$ cat src/common/umi_stream_pkg.sv
//########################################
// Shared widths, lane count and UMI encodings for the stream bridge
// NLANE must be a power of two that fits the 2-bit lane select field
//########################################

package umi_stream_pkg;

   //########################################
   // Widths
   //########################################

   // UMI packet field widths
   localparam int AW = 32;
   localparam int CW = 32;
   localparam int DW = 32;

   // Lane select field in dstaddr
   localparam int NLANE    = 4;
   localparam int LANE_LSB = 12;
   localparam int LANE_W   = 2;

   // Stream FIFO sizing
   localparam int DEPTH = 4;
   localparam int PTR_W = $clog2(DEPTH);
   localparam int CNT_W = PTR_W + 1;

   // Command field positions
   localparam int OPC_W   = 5;
   localparam int EOM_BIT = 22;

   //########################################
   // Encodings
   //########################################

   // Standard UMI opcodes, low command bits
   typedef enum logic [OPC_W-1:0] {
      UMI_REQ_READ   = 5'd1,
      UMI_RESP_READ  = 5'd2,
      UMI_REQ_WRITE  = 5'd3,
      UMI_RESP_WRITE = 5'd4,
      UMI_REQ_POSTED = 5'd5
   } umi_opcode_e;

   // Channel response slot
   typedef enum logic [1:0] {
      RESP_IDLE,
      RESP_FRESH,
      RESP_HELD
   } resp_state_e;

   //########################################
   // Packets
   //########################################

   // Full UMI transaction, 128 bits
   typedef struct packed {
      logic [CW-1:0] cmd;
      logic [AW-1:0] dstaddr;
      logic [AW-1:0] srcaddr;
      logic [DW-1:0] data;
   } umi_pkt_t;

   // One stream beat, data plus end flag
   typedef struct packed {
      logic [DW-1:0] data;
      logic          last;
   } usi_beat_t;

endpackage
$ cat src/rtl/umi_stream_top.sv
//########################################
// Bridge top, all lanes on umi_clk
// devicemode is shared by every lane and is meant to be static
//########################################

`timescale 1ns/1ps

module umi_stream_top (
   input  logic                                                   umi_clk,
   input  logic                                                   umi_nreset,
   input  logic                                                   devicemode,
   // UMI request in
   input  logic                                                   umi_in_valid,
   input  umi_stream_pkg::umi_pkt_t                               umi_in_pkt,
   output logic                                                   umi_in_ready,
   // UMI out
   output logic                                                   umi_out_valid,
   output umi_stream_pkg::umi_pkt_t                               umi_out_pkt,
   input  logic                                                   umi_out_ready,
   // Stream lanes
   output logic [umi_stream_pkg::NLANE-1:0]                       usi_out_valid,
   output umi_stream_pkg::usi_beat_t [umi_stream_pkg::NLANE-1:0]  usi_out_beat,
   input  logic [umi_stream_pkg::NLANE-1:0]                       usi_out_ready,
   input  logic [umi_stream_pkg::NLANE-1:0]                       usi_in_valid,
   input  umi_stream_pkg::usi_beat_t [umi_stream_pkg::NLANE-1:0]  usi_in_beat,
   output logic [umi_stream_pkg::NLANE-1:0]                       usi_in_ready
);

   // Router to channels
   logic [umi_stream_pkg::NLANE-1:0]                     req_valid;
   logic [umi_stream_pkg::NLANE-1:0]                     req_ready;
   umi_stream_pkg::umi_pkt_t                             req_pkt;

   // Channels to arbiter
   logic [umi_stream_pkg::NLANE-1:0]                     chan_valid;
   logic [umi_stream_pkg::NLANE-1:0]                     chan_ready;
   umi_stream_pkg::umi_pkt_t [umi_stream_pkg::NLANE-1:0] chan_pkt;

   umi_req_router u_router (
      .umi_in_valid (umi_in_valid),
      .umi_in_pkt   (umi_in_pkt),
      .umi_in_ready (umi_in_ready),
      .lane_ready   (req_ready),
      .lane_valid   (req_valid),
      .lane_pkt     (req_pkt)
   );

   //########################################
   // Lanes
   //########################################

   for (genvar i = 0; i < umi_stream_pkg::NLANE; i++)
   begin : g_lane
      umi_stream_chan #(.LANE(i)) u_chan (
         .umi_clk       (umi_clk),
         .umi_nreset    (umi_nreset),
         .devicemode    (devicemode),
         .req_valid     (req_valid[i]),
         .req_pkt       (req_pkt),
         .req_ready     (req_ready[i]),
         .out_valid     (chan_valid[i]),
         .out_pkt       (chan_pkt[i]),
         .out_ready     (chan_ready[i]),
         .usi_out_valid (usi_out_valid[i]),
         .usi_out_beat  (usi_out_beat[i]),
         .usi_out_ready (usi_out_ready[i]),
         .usi_in_valid  (usi_in_valid[i]),
         .usi_in_beat   (usi_in_beat[i]),
         .usi_in_ready  (usi_in_ready[i])
      );
   end

   umi_resp_arbiter u_arbiter (
      .umi_clk       (umi_clk),
      .umi_nreset    (umi_nreset),
      .lane_valid    (chan_valid),
      .lane_pkt      (chan_pkt),
      .lane_ready    (chan_ready),
      .umi_out_valid (umi_out_valid),
      .umi_out_pkt   (umi_out_pkt),
      .umi_out_ready (umi_out_ready)
   );

endmodule

$ cat src/rtl/umi_resp_arbiter.sv
//########################################
// Round-robin merge of lane packets onto umi_out
// Grant locked while umi_out is stalled, lanes must hold their packet
//########################################

`timescale 1ns/1ps

module umi_resp_arbiter (
   input  logic                                                   umi_clk,
   input  logic                                                   umi_nreset,
   // Lane side
   input  logic [umi_stream_pkg::NLANE-1:0]                       lane_valid,
   input  umi_stream_pkg::umi_pkt_t [umi_stream_pkg::NLANE-1:0]   lane_pkt,
   output logic [umi_stream_pkg::NLANE-1:0]                       lane_ready,
   // Merged output
   output logic                                                   umi_out_valid,
   output umi_stream_pkg::umi_pkt_t                               umi_out_pkt,
   input  logic                                                   umi_out_ready
);

   // Search start, next lane after the last transfer
   logic [umi_stream_pkg::LANE_W-1:0] ptr;

   // Lock held across a stalled cycle
   logic                              hold;
   logic [umi_stream_pkg::LANE_W-1:0] hold_idx;

   // Round-robin search
   logic                              found;
   logic [umi_stream_pkg::LANE_W-1:0] cand;
   logic [umi_stream_pkg::LANE_W-1:0] pick;
   logic [umi_stream_pkg::LANE_W-1:0] sel;

   // First valid lane at or after ptr
   always_comb
   begin
      found = 1'b0;
      pick  = ptr;
      cand  = ptr;
      for (int k = 0; k < umi_stream_pkg::NLANE; k++)
      begin
         cand = (umi_stream_pkg::LANE_W)'((int'(ptr) + k) % umi_stream_pkg::NLANE);
         if (!found && lane_valid[cand])
         begin
            found = 1'b1;
            pick  = cand;
         end
      end
   end

   assign sel = hold ? hold_idx : pick;

   // Output mux and ready steering
   assign umi_out_valid = lane_valid[sel];
   assign umi_out_pkt   = lane_pkt[sel];

   always_comb
   begin
      lane_ready = '0;
      lane_ready[sel] = umi_out_ready;
   end

   always_ff @(posedge umi_clk or negedge umi_nreset)
   begin
      if (!umi_nreset)
      begin
         ptr      <= '0;
         hold     <= 1'b0;
         hold_idx <= '0;
      end
      else
      begin
         hold     <= umi_out_valid & ~umi_out_ready;
         hold_idx <= sel;
         // Pointer moves one past the lane just served
         if (umi_out_valid && umi_out_ready)
            ptr <= (umi_stream_pkg::LANE_W)'((int'(sel) + 1) % umi_stream_pkg::NLANE);
      end
   end

endmodule

$ cat src/rtl/umi_req_router.sv
//########################################
// Lane picked from dstaddr[LANE_LSB +: 2], no buffering
// Only the addressed lane sees valid, its ready comes back
//########################################

`timescale 1ns/1ps

module umi_req_router (
   // Incoming request
   input  logic                                   umi_in_valid,
   input  umi_stream_pkg::umi_pkt_t               umi_in_pkt,
   output logic                                   umi_in_ready,
   // Per-lane request side
   input  logic [umi_stream_pkg::NLANE-1:0]       lane_ready,
   output logic [umi_stream_pkg::NLANE-1:0]       lane_valid,
   output umi_stream_pkg::umi_pkt_t               lane_pkt
);

   // Decoded lane index
   logic [umi_stream_pkg::LANE_W-1:0] lane_sel;

   //########################################
   // Lane decode
   //########################################

   // Two address bits select the channel
   assign lane_sel = umi_in_pkt.dstaddr[umi_stream_pkg::LANE_LSB +: umi_stream_pkg::LANE_W];

   // One-hot valid toward the channels
   always_comb
   begin
      lane_valid = '0;
      lane_valid[lane_sel] = umi_in_valid;
   end

   //########################################
   // Handshake return
   //########################################

   // Ready of the addressed lane only
   // Other lanes stalling never blocks this request
   assign umi_in_ready = lane_ready[lane_sel];

   // Packet shared by all lanes, qualified by lane_valid
   assign lane_pkt = umi_in_pkt;

endmodule

$ cat src/umi_stream/umi_stream_chan.sv
//########################################
// One lane: device mode serves reads and writes, link mode posts beats
// Response slot holds one response, reads and acked writes stall behind it
//########################################

`timescale 1ns/1ps

module umi_stream_chan #(
   parameter int LANE = 0
) (
   input  logic                      umi_clk,
   input  logic                      umi_nreset,
   input  logic                      devicemode,
   // Request from router
   input  logic                      req_valid,
   input  umi_stream_pkg::umi_pkt_t  req_pkt,
   output logic                      req_ready,
   // Packet toward arbiter
   output logic                      out_valid,
   output umi_stream_pkg::umi_pkt_t  out_pkt,
   input  logic                      out_ready,
   // Stream lanes
   output logic                      usi_out_valid,
   output umi_stream_pkg::usi_beat_t usi_out_beat,
   input  logic                      usi_out_ready,
   input  logic                      usi_in_valid,
   input  umi_stream_pkg::usi_beat_t usi_in_beat,
   output logic                      usi_in_ready
);

   umi_stream_pkg::umi_opcode_e opcode;
   logic is_read;
   logic is_write;
   logic is_posted;

   // Handshake strobes
   logic req_accept;
   logic resp_take;
   logic resp_done;
   logic resp_valid;
   logic resp_stall;

   // Response slot
   umi_stream_pkg::resp_state_e resp_state;
   umi_stream_pkg::resp_state_e resp_next;
   umi_stream_pkg::umi_pkt_t    resp_pkt;
   umi_stream_pkg::umi_pkt_t    link_pkt;

   // FIFO hookup
   logic                      m2s_wr;
   logic                      m2s_full;
   logic                      m2s_empty;
   umi_stream_pkg::usi_beat_t m2s_beat;
   logic                      s2m_rd;
   logic                      s2m_full;
   logic                      s2m_empty;
   umi_stream_pkg::usi_beat_t s2m_beat;

   //########################################
   // Request decode
   //########################################

   assign opcode    = umi_stream_pkg::umi_opcode_e'(req_pkt.cmd[umi_stream_pkg::OPC_W-1:0]);
   assign is_read   = (opcode == umi_stream_pkg::UMI_REQ_READ);
   assign is_write  = (opcode == umi_stream_pkg::UMI_REQ_WRITE);
   assign is_posted = (opcode == umi_stream_pkg::UMI_REQ_POSTED);

   // Pending response not taken this cycle
   assign resp_valid = (resp_state != umi_stream_pkg::RESP_IDLE);
   assign resp_stall = resp_valid & ~out_ready;

   always_comb
   begin
      if (is_posted)
         req_ready = ~m2s_full;
      else if (is_write)
         req_ready = devicemode & ~m2s_full & ~resp_stall;
      else if (is_read)
         req_ready = devicemode & ~s2m_empty & ~resp_stall;
      else
         req_ready = 1'b0;
   end

   assign req_accept = req_valid & req_ready;
   assign resp_take  = req_accept & devicemode & (is_read | is_write);
   assign resp_done  = devicemode & resp_valid & out_ready;

   //########################################
   // Response slot
   //########################################

   always_comb
   begin
      case (resp_state)
         umi_stream_pkg::RESP_IDLE:
            resp_next = resp_take ? umi_stream_pkg::RESP_FRESH : umi_stream_pkg::RESP_IDLE;
         umi_stream_pkg::RESP_FRESH, umi_stream_pkg::RESP_HELD:
            if (resp_take)
               resp_next = umi_stream_pkg::RESP_FRESH;
            else if (resp_done)
               resp_next = umi_stream_pkg::RESP_IDLE;
            else
               resp_next = umi_stream_pkg::RESP_HELD;
         default:
            resp_next = umi_stream_pkg::RESP_IDLE;
      endcase
   end

   always_ff @(posedge umi_clk or negedge umi_nreset)
   begin
      if (!umi_nreset)
         resp_state <= umi_stream_pkg::RESP_IDLE;
      else
         resp_state <= resp_next;
   end

   // Response built from the request, read data from the s2m head
   always_ff @(posedge umi_clk)
   begin
      if (resp_take)
      begin
         resp_pkt.cmd <= req_pkt.cmd;
         resp_pkt.cmd[umi_stream_pkg::OPC_W-1:0] <= is_read ? umi_stream_pkg::UMI_RESP_READ :
                                                              umi_stream_pkg::UMI_RESP_WRITE;
         resp_pkt.dstaddr <= req_pkt.srcaddr;
         resp_pkt.srcaddr <= '0;
         resp_pkt.data    <= is_read ? s2m_beat.data : '0;
      end
   end

   //########################################
   // Link mode packet builder
   //########################################

   // Posted write to the lane base, EOM from last
   always_comb
   begin
      link_pkt = '0;
      link_pkt.cmd[umi_stream_pkg::OPC_W-1:0] = umi_stream_pkg::UMI_REQ_POSTED;
      link_pkt.cmd[umi_stream_pkg::EOM_BIT]   = s2m_beat.last;
      link_pkt.dstaddr[umi_stream_pkg::LANE_LSB +: umi_stream_pkg::LANE_W] =
         LANE[umi_stream_pkg::LANE_W-1:0];
      link_pkt.data = s2m_beat.data;
   end

   assign out_valid = devicemode ? resp_valid : ~s2m_empty;
   assign out_pkt   = devicemode ? resp_pkt : link_pkt;

   //########################################
   // FIFOs
   //########################################

   // Memory to stream, any accepted write
   assign m2s_wr        = req_accept & (is_write | is_posted);
   assign usi_out_valid = ~m2s_empty;

   umi_stream_fifo u_m2s_fifo (
      .umi_clk    (umi_clk),
      .umi_nreset (umi_nreset),
      .wr_en      (m2s_wr),
      .wr_beat    ({req_pkt.data, req_pkt.cmd[umi_stream_pkg::EOM_BIT]}),
      .full       (m2s_full),
      .rd_en      (usi_out_ready),
      .empty      (m2s_empty),
      .rd_beat    (m2s_beat)
   );

   assign usi_out_beat = m2s_beat;

   // Stream to memory, drained by reads or link transfers
   assign s2m_rd       = devicemode ? (resp_take & is_read) : (out_valid & out_ready);
   assign usi_in_ready = ~s2m_full;

   umi_stream_fifo u_s2m_fifo (
      .umi_clk    (umi_clk),
      .umi_nreset (umi_nreset),
      .wr_en      (usi_in_valid & usi_in_ready),
      .wr_beat    (usi_in_beat),
      .full       (s2m_full),
      .rd_en      (s2m_rd),
      .empty      (s2m_empty),
      .rd_beat    (s2m_beat)
   );

endmodule

$ cat src/umi_stream/umi_stream_fifo.sv
//########################################
// Synchronous FWFT FIFO of DEPTH stream beats
// Write while full only lands when a read happens the same cycle
//########################################

`timescale 1ns/1ps

module umi_stream_fifo (
   input  logic                      umi_clk,
   input  logic                      umi_nreset,
   // Write side
   input  logic                      wr_en,
   input  umi_stream_pkg::usi_beat_t wr_beat,
   output logic                      full,
   // Read side
   input  logic                      rd_en,
   output logic                      empty,
   output umi_stream_pkg::usi_beat_t rd_beat
);

   // Beat storage
   umi_stream_pkg::usi_beat_t mem [umi_stream_pkg::DEPTH];

   // Ring pointers and occupancy
   logic [umi_stream_pkg::PTR_W-1:0] wr_ptr;
   logic [umi_stream_pkg::PTR_W-1:0] rd_ptr;
   logic [umi_stream_pkg::CNT_W-1:0] count;

   // Qualified strobes
   logic do_wr;
   logic do_rd;

   assign full  = (count == (umi_stream_pkg::CNT_W)'(umi_stream_pkg::DEPTH));
   assign empty = (count == '0);

   assign do_rd = rd_en & ~empty;
   assign do_wr = wr_en & (~full | do_rd);

   // Head beat shown whenever not empty
   assign rd_beat = mem[rd_ptr];

   always_ff @(posedge umi_clk)
   begin
      if (do_wr)
         mem[wr_ptr] <= wr_beat;
   end

   // Pointer wrap at DEPTH-1, count tracks the difference
   always_ff @(posedge umi_clk or negedge umi_nreset)
   begin
      if (!umi_nreset)
      begin
         wr_ptr <= '0;
         rd_ptr <= '0;
         count  <= '0;
      end
      else
      begin
         if (do_wr)
            wr_ptr <= (wr_ptr == (umi_stream_pkg::PTR_W)'(umi_stream_pkg::DEPTH - 1)) ?
                      '0 : wr_ptr + 1'b1;
         if (do_rd)
            rd_ptr <= (rd_ptr == (umi_stream_pkg::PTR_W)'(umi_stream_pkg::DEPTH - 1)) ?
                      '0 : rd_ptr + 1'b1;
         if (do_wr && !do_rd)
            count <= count + 1'b1;
         else if (do_rd && !do_wr)
            count <= count - 1'b1;
      end
   end

endmodule

$ cat config.mk
export PLATFORM = sky130hd
export DESIGN_NAME = umi_stream_top
export DESIGN_NICKNAME = d
export VERILOG_FILES = /design/src/common/umi_stream_pkg.sv /design/src/rtl/umi_stream_top.sv /design/src/rtl/umi_resp_arbiter.sv /design/src/rtl/umi_req_router.sv /design/src/umi_stream/umi_stream_chan.sv /design/src/umi_stream/umi_stream_fifo.sv
export SDC_FILE = /design/constraint.sdc
export NUM_CORES = 1
export LEC_CHECK = 0
export ABC_AREA = 1
export ABC_CLOCK_PERIOD_IN_PS = 8100
export BUFFER_PORTS_ARGS = -buffer_cell sky130_fd_sc_hd__buf_4
export CORE_MARGIN = 4
export CORE_UTILIZATION = 55
export DETAILED_ROUTE_END_ITERATION = 8
export GPL_TIMING_DRIVEN = 1
export PLACE_DENSITY_LB_ADDON = 0.08
export SYNTH_ARGS = -nofsm -noshare
export SYNTH_HDL_FRONTEND = slang
export SYNTH_HIERARCHICAL = 1
export SYNTH_SLANG_ARGS = --single-unit
$ cat constraint.sdc
create_clock -name umi_clk -period 8.1 [get_ports umi_clk]
set_input_delay 0.405 -clock umi_clk [delete_from_list [all_inputs] [get_ports umi_clk]]
set_output_delay 0.405 -clock umi_clk [all_outputs]
set_load 0.1 [all_outputs]
==> results_dict.tcl <==
set metrics [dict create \
    status "complete, no violations" \
    postSynthCellCount 6304 \
    timing_worst_setup_path_type "reg2out" \
    clock-skew-final_ns 0.03475 \
    setup_tns_ns 0 \
    cp-start-kind "flop" \
    min_path_type "in2reg" \
    cts-buffers-inserted 158 \
    post-route-period-util_pct 79.32 \
    worst-slew-pin-transition_ns 1.152 \
    timing.critical_path.cells "nor2_1 > nand2_1 > inv_1 > o21ai_0 > nand2_1 > nand2_1 > nand2_1 > nand2_2 > nand3_1 > nand2_1 > nand2_1 > nand3_2 > nand2_4 > inv_4 > buf_4 > buf_4 > nand3_1 > nand4_1 > buf_4" \
    initial_utilization_pct 55.68 \
    timing.critical_path.max_delay_family "buffers and inverters" \
    critPathArrivalTime_ns 6.02 \
    grt_pass1_wl_mm 246.8 \
    synth.cell_area_um2 69300 \
    num_rows 129 \
    fp.coreArea_um2 124400 \
    max_stage_delay_ns 0.80 \
    avgRoutedWirePerCell_um 19.28 \
    critPathSlowestCell "buf_4" \
    setup_repair_after_global_routing_missed_its_margin "no" \
    synthesis.yosys.warnings 6 \
    timing.final.hold_violations 0 \
    syn_area_per_cell_um2 10.99 \
    drtPass1Iterations 6 \
    clock_path_buffers 3 \
    areaGrowthSynthToFinish_pct 14.50 \
    min_period_ns 6.425 \
    grt-busiest-layer "met2" \
    buffer_ports.inserted 478 \
    post_cts_resize_count 0 \
    max_slew_violation_count 0 \
    top_level_ports 543 \
    worst_path_most_repeated_cell "nand2_1" \
    cp.required_ns 7.70 \
    num_vias 44390 \
    achievable-frequency_ghz 0.1556 \
    cts.reportedPaths.clkPinSlew_ns 0.06 \
    clock_insertion_delay_worst_skew_ns 0.77 \
    met2_routing_resource_usage_after_global_routing_pct 40.96 \
    wl_mm 165.1 \
    setup_viol 0 \
    post-cts-setup-buffer-count 0 \
    die_h_um 363.0 \
    timing.max_slew.rel_slack_pct 23.11 \
    antenna_found_initial 10 \
    grt_use_met3_pct 4.283 \
    cts-root-buf "clkbuf_16" \
    share_of_cells_above_drive_strength_1_pct 16.25 \
    ant_nets 0 \
    timing.critical_path.buf_inv 5 \
    grt_start_max_net_pins 232 \
    hpwl_after_detailed_placement_mm 106.0 \
    layout.nets 7132 \
    route.detailed.vias_per_inst 5.185 \
    endpoint_kind "output port" \
    clkSinkCount 1497 \
    floorplan.die.width_um 363.0 \
    cts.hold.buffers_added 235 \
    drt_drc_violations_left 0 \
    place.gp.congestion 0.8804 \
    number_of_global_route_vias_before_repair 41780 \
    grtUsageTotal_pct 24.64 \
    grt_overflow_total 0 \
    tritoncts_clock_tree "yes" \
    die_area_um2 131700 \
    detail_route.iter0.violations 3478 \
    drv_cap 0 \
    grtUsageMet1_pct 32.21 \
    cp_max_fo 76 \
    h_tree_depth 4 \
]
[per-stage QoR]
step | setup WS, ns | instances | hold slack [ns] | utilization, % | cell area (µm²)
after floorplan | 2.521 | 6436 | 0.1094 | - | 69790
after global placement | 1.974 | 8037 | 0.2682 | 58.01 | 72190
after detailed placement | 1.884 | 8037 | 0.2641 | 58.01 | 72190
after CTS | 1.679 | 8555 | 0.01304 | 63.75 | 79330
after global routing | 1.238 | 8557 | 0.02861 | 63.75 | 79330
final | 1.675 | 8562 | 0.07833 | 63.76 | 79340
[final cells by class]
cell class	count	area, µm²
Tap cell	1637	2048
Clock buffer	220	4383
Timing Repair Buffer	761	6371
Multi-Input combinational cell	3295	17400
Antenna cell	7	17.52
Clock inverter	63	400.4
Fill cell	9763	45100
Sequential cell	1497	44650
Inverter	1082	4076
[sequential cells by signal, indices dropped and copies added, names as in the netlist]
name                             cells
g_lane.u_chan/u_m2s_fifo/wr_ptr      8
g_lane.u_chan/u_s2m_fifo/count      12
u_arbiter/hold_idx                   2
g_lane.u_chan/u_m2s_fifo/rd_ptr      8
g_lane.u_chan/u_s2m_fifo/mem       528
g_lane.u_chan/u_s2m_fifo/wr_ptr      8
g_lane.u_chan/u_m2s_fifo/count      12
u_arbiter/hold                       1
u_arbiter/ptr                        2
g_lane.u_chan/resp_state             8
g_lane.u_chan/u_s2m_fifo/rd_ptr      8
g_lane.u_chan/u_m2s_fifo/mem       528
g_lane.u_chan/resp_pkt             372
[metal layers]
metal	wire length (µm)	vias to the layer above
li1	-	21660
met1	68990	21280
met2	79640	1146
met3	9211	303
met4	7147	10
met5	69	-
[final timing paths]
check                      slack [ns]  cells past startpoint                                endpoint                                  from
setup reg to reg                 1.89                     29  g_lane[0].u_chan/u_s2m_fifo/mem[1][16]  g_lane[0].u_chan/u_s2m_fifo/count[0]
hold / removal                   0.08                      1   g_lane[2].u_chan/u_m2s_fifo/mem[1][0]                       umi_in_pkt[118]
setup / recovery                 1.67                     19                         umi_out_pkt[66]  g_lane[0].u_chan/u_s2m_fifo/count[0]
hold reg to reg                  0.50                      2    g_lane[1].u_chan/u_m2s_fifo/count[2]  g_lane[1].u_chan/u_m2s_fifo/count[2]
max in group asynchronous        6.73                      3   g_lane[2].u_chan/u_s2m_fifo/rd_ptr[0]                            umi_nreset
min in group asynchronous        0.11                      2   g_lane[0].u_chan/u_s2m_fifo/wr_ptr[1]                            umi_nreset
[cell usage in the layout, fill, tap and decap left out, drive strengths merged]
cell and count:
o211ai 264, nor2 229, clkinv 53, nor3 18
nand2 1400, nand4 136, diode 7, o21ai 408
fa 8, conb 136, nand3 346, dfrtp 69
bufinv 1, clkinvlp 2, or2 17, dlygate4sd3 235
edfxtp 1428, xnor2 8, buf 526, inv 1089
clkbuf 220, a21oi 269, ha 56
Power is not shown: default switching activity piles up to over one toggle a cycle in this logic, so the estimate is an artifact.
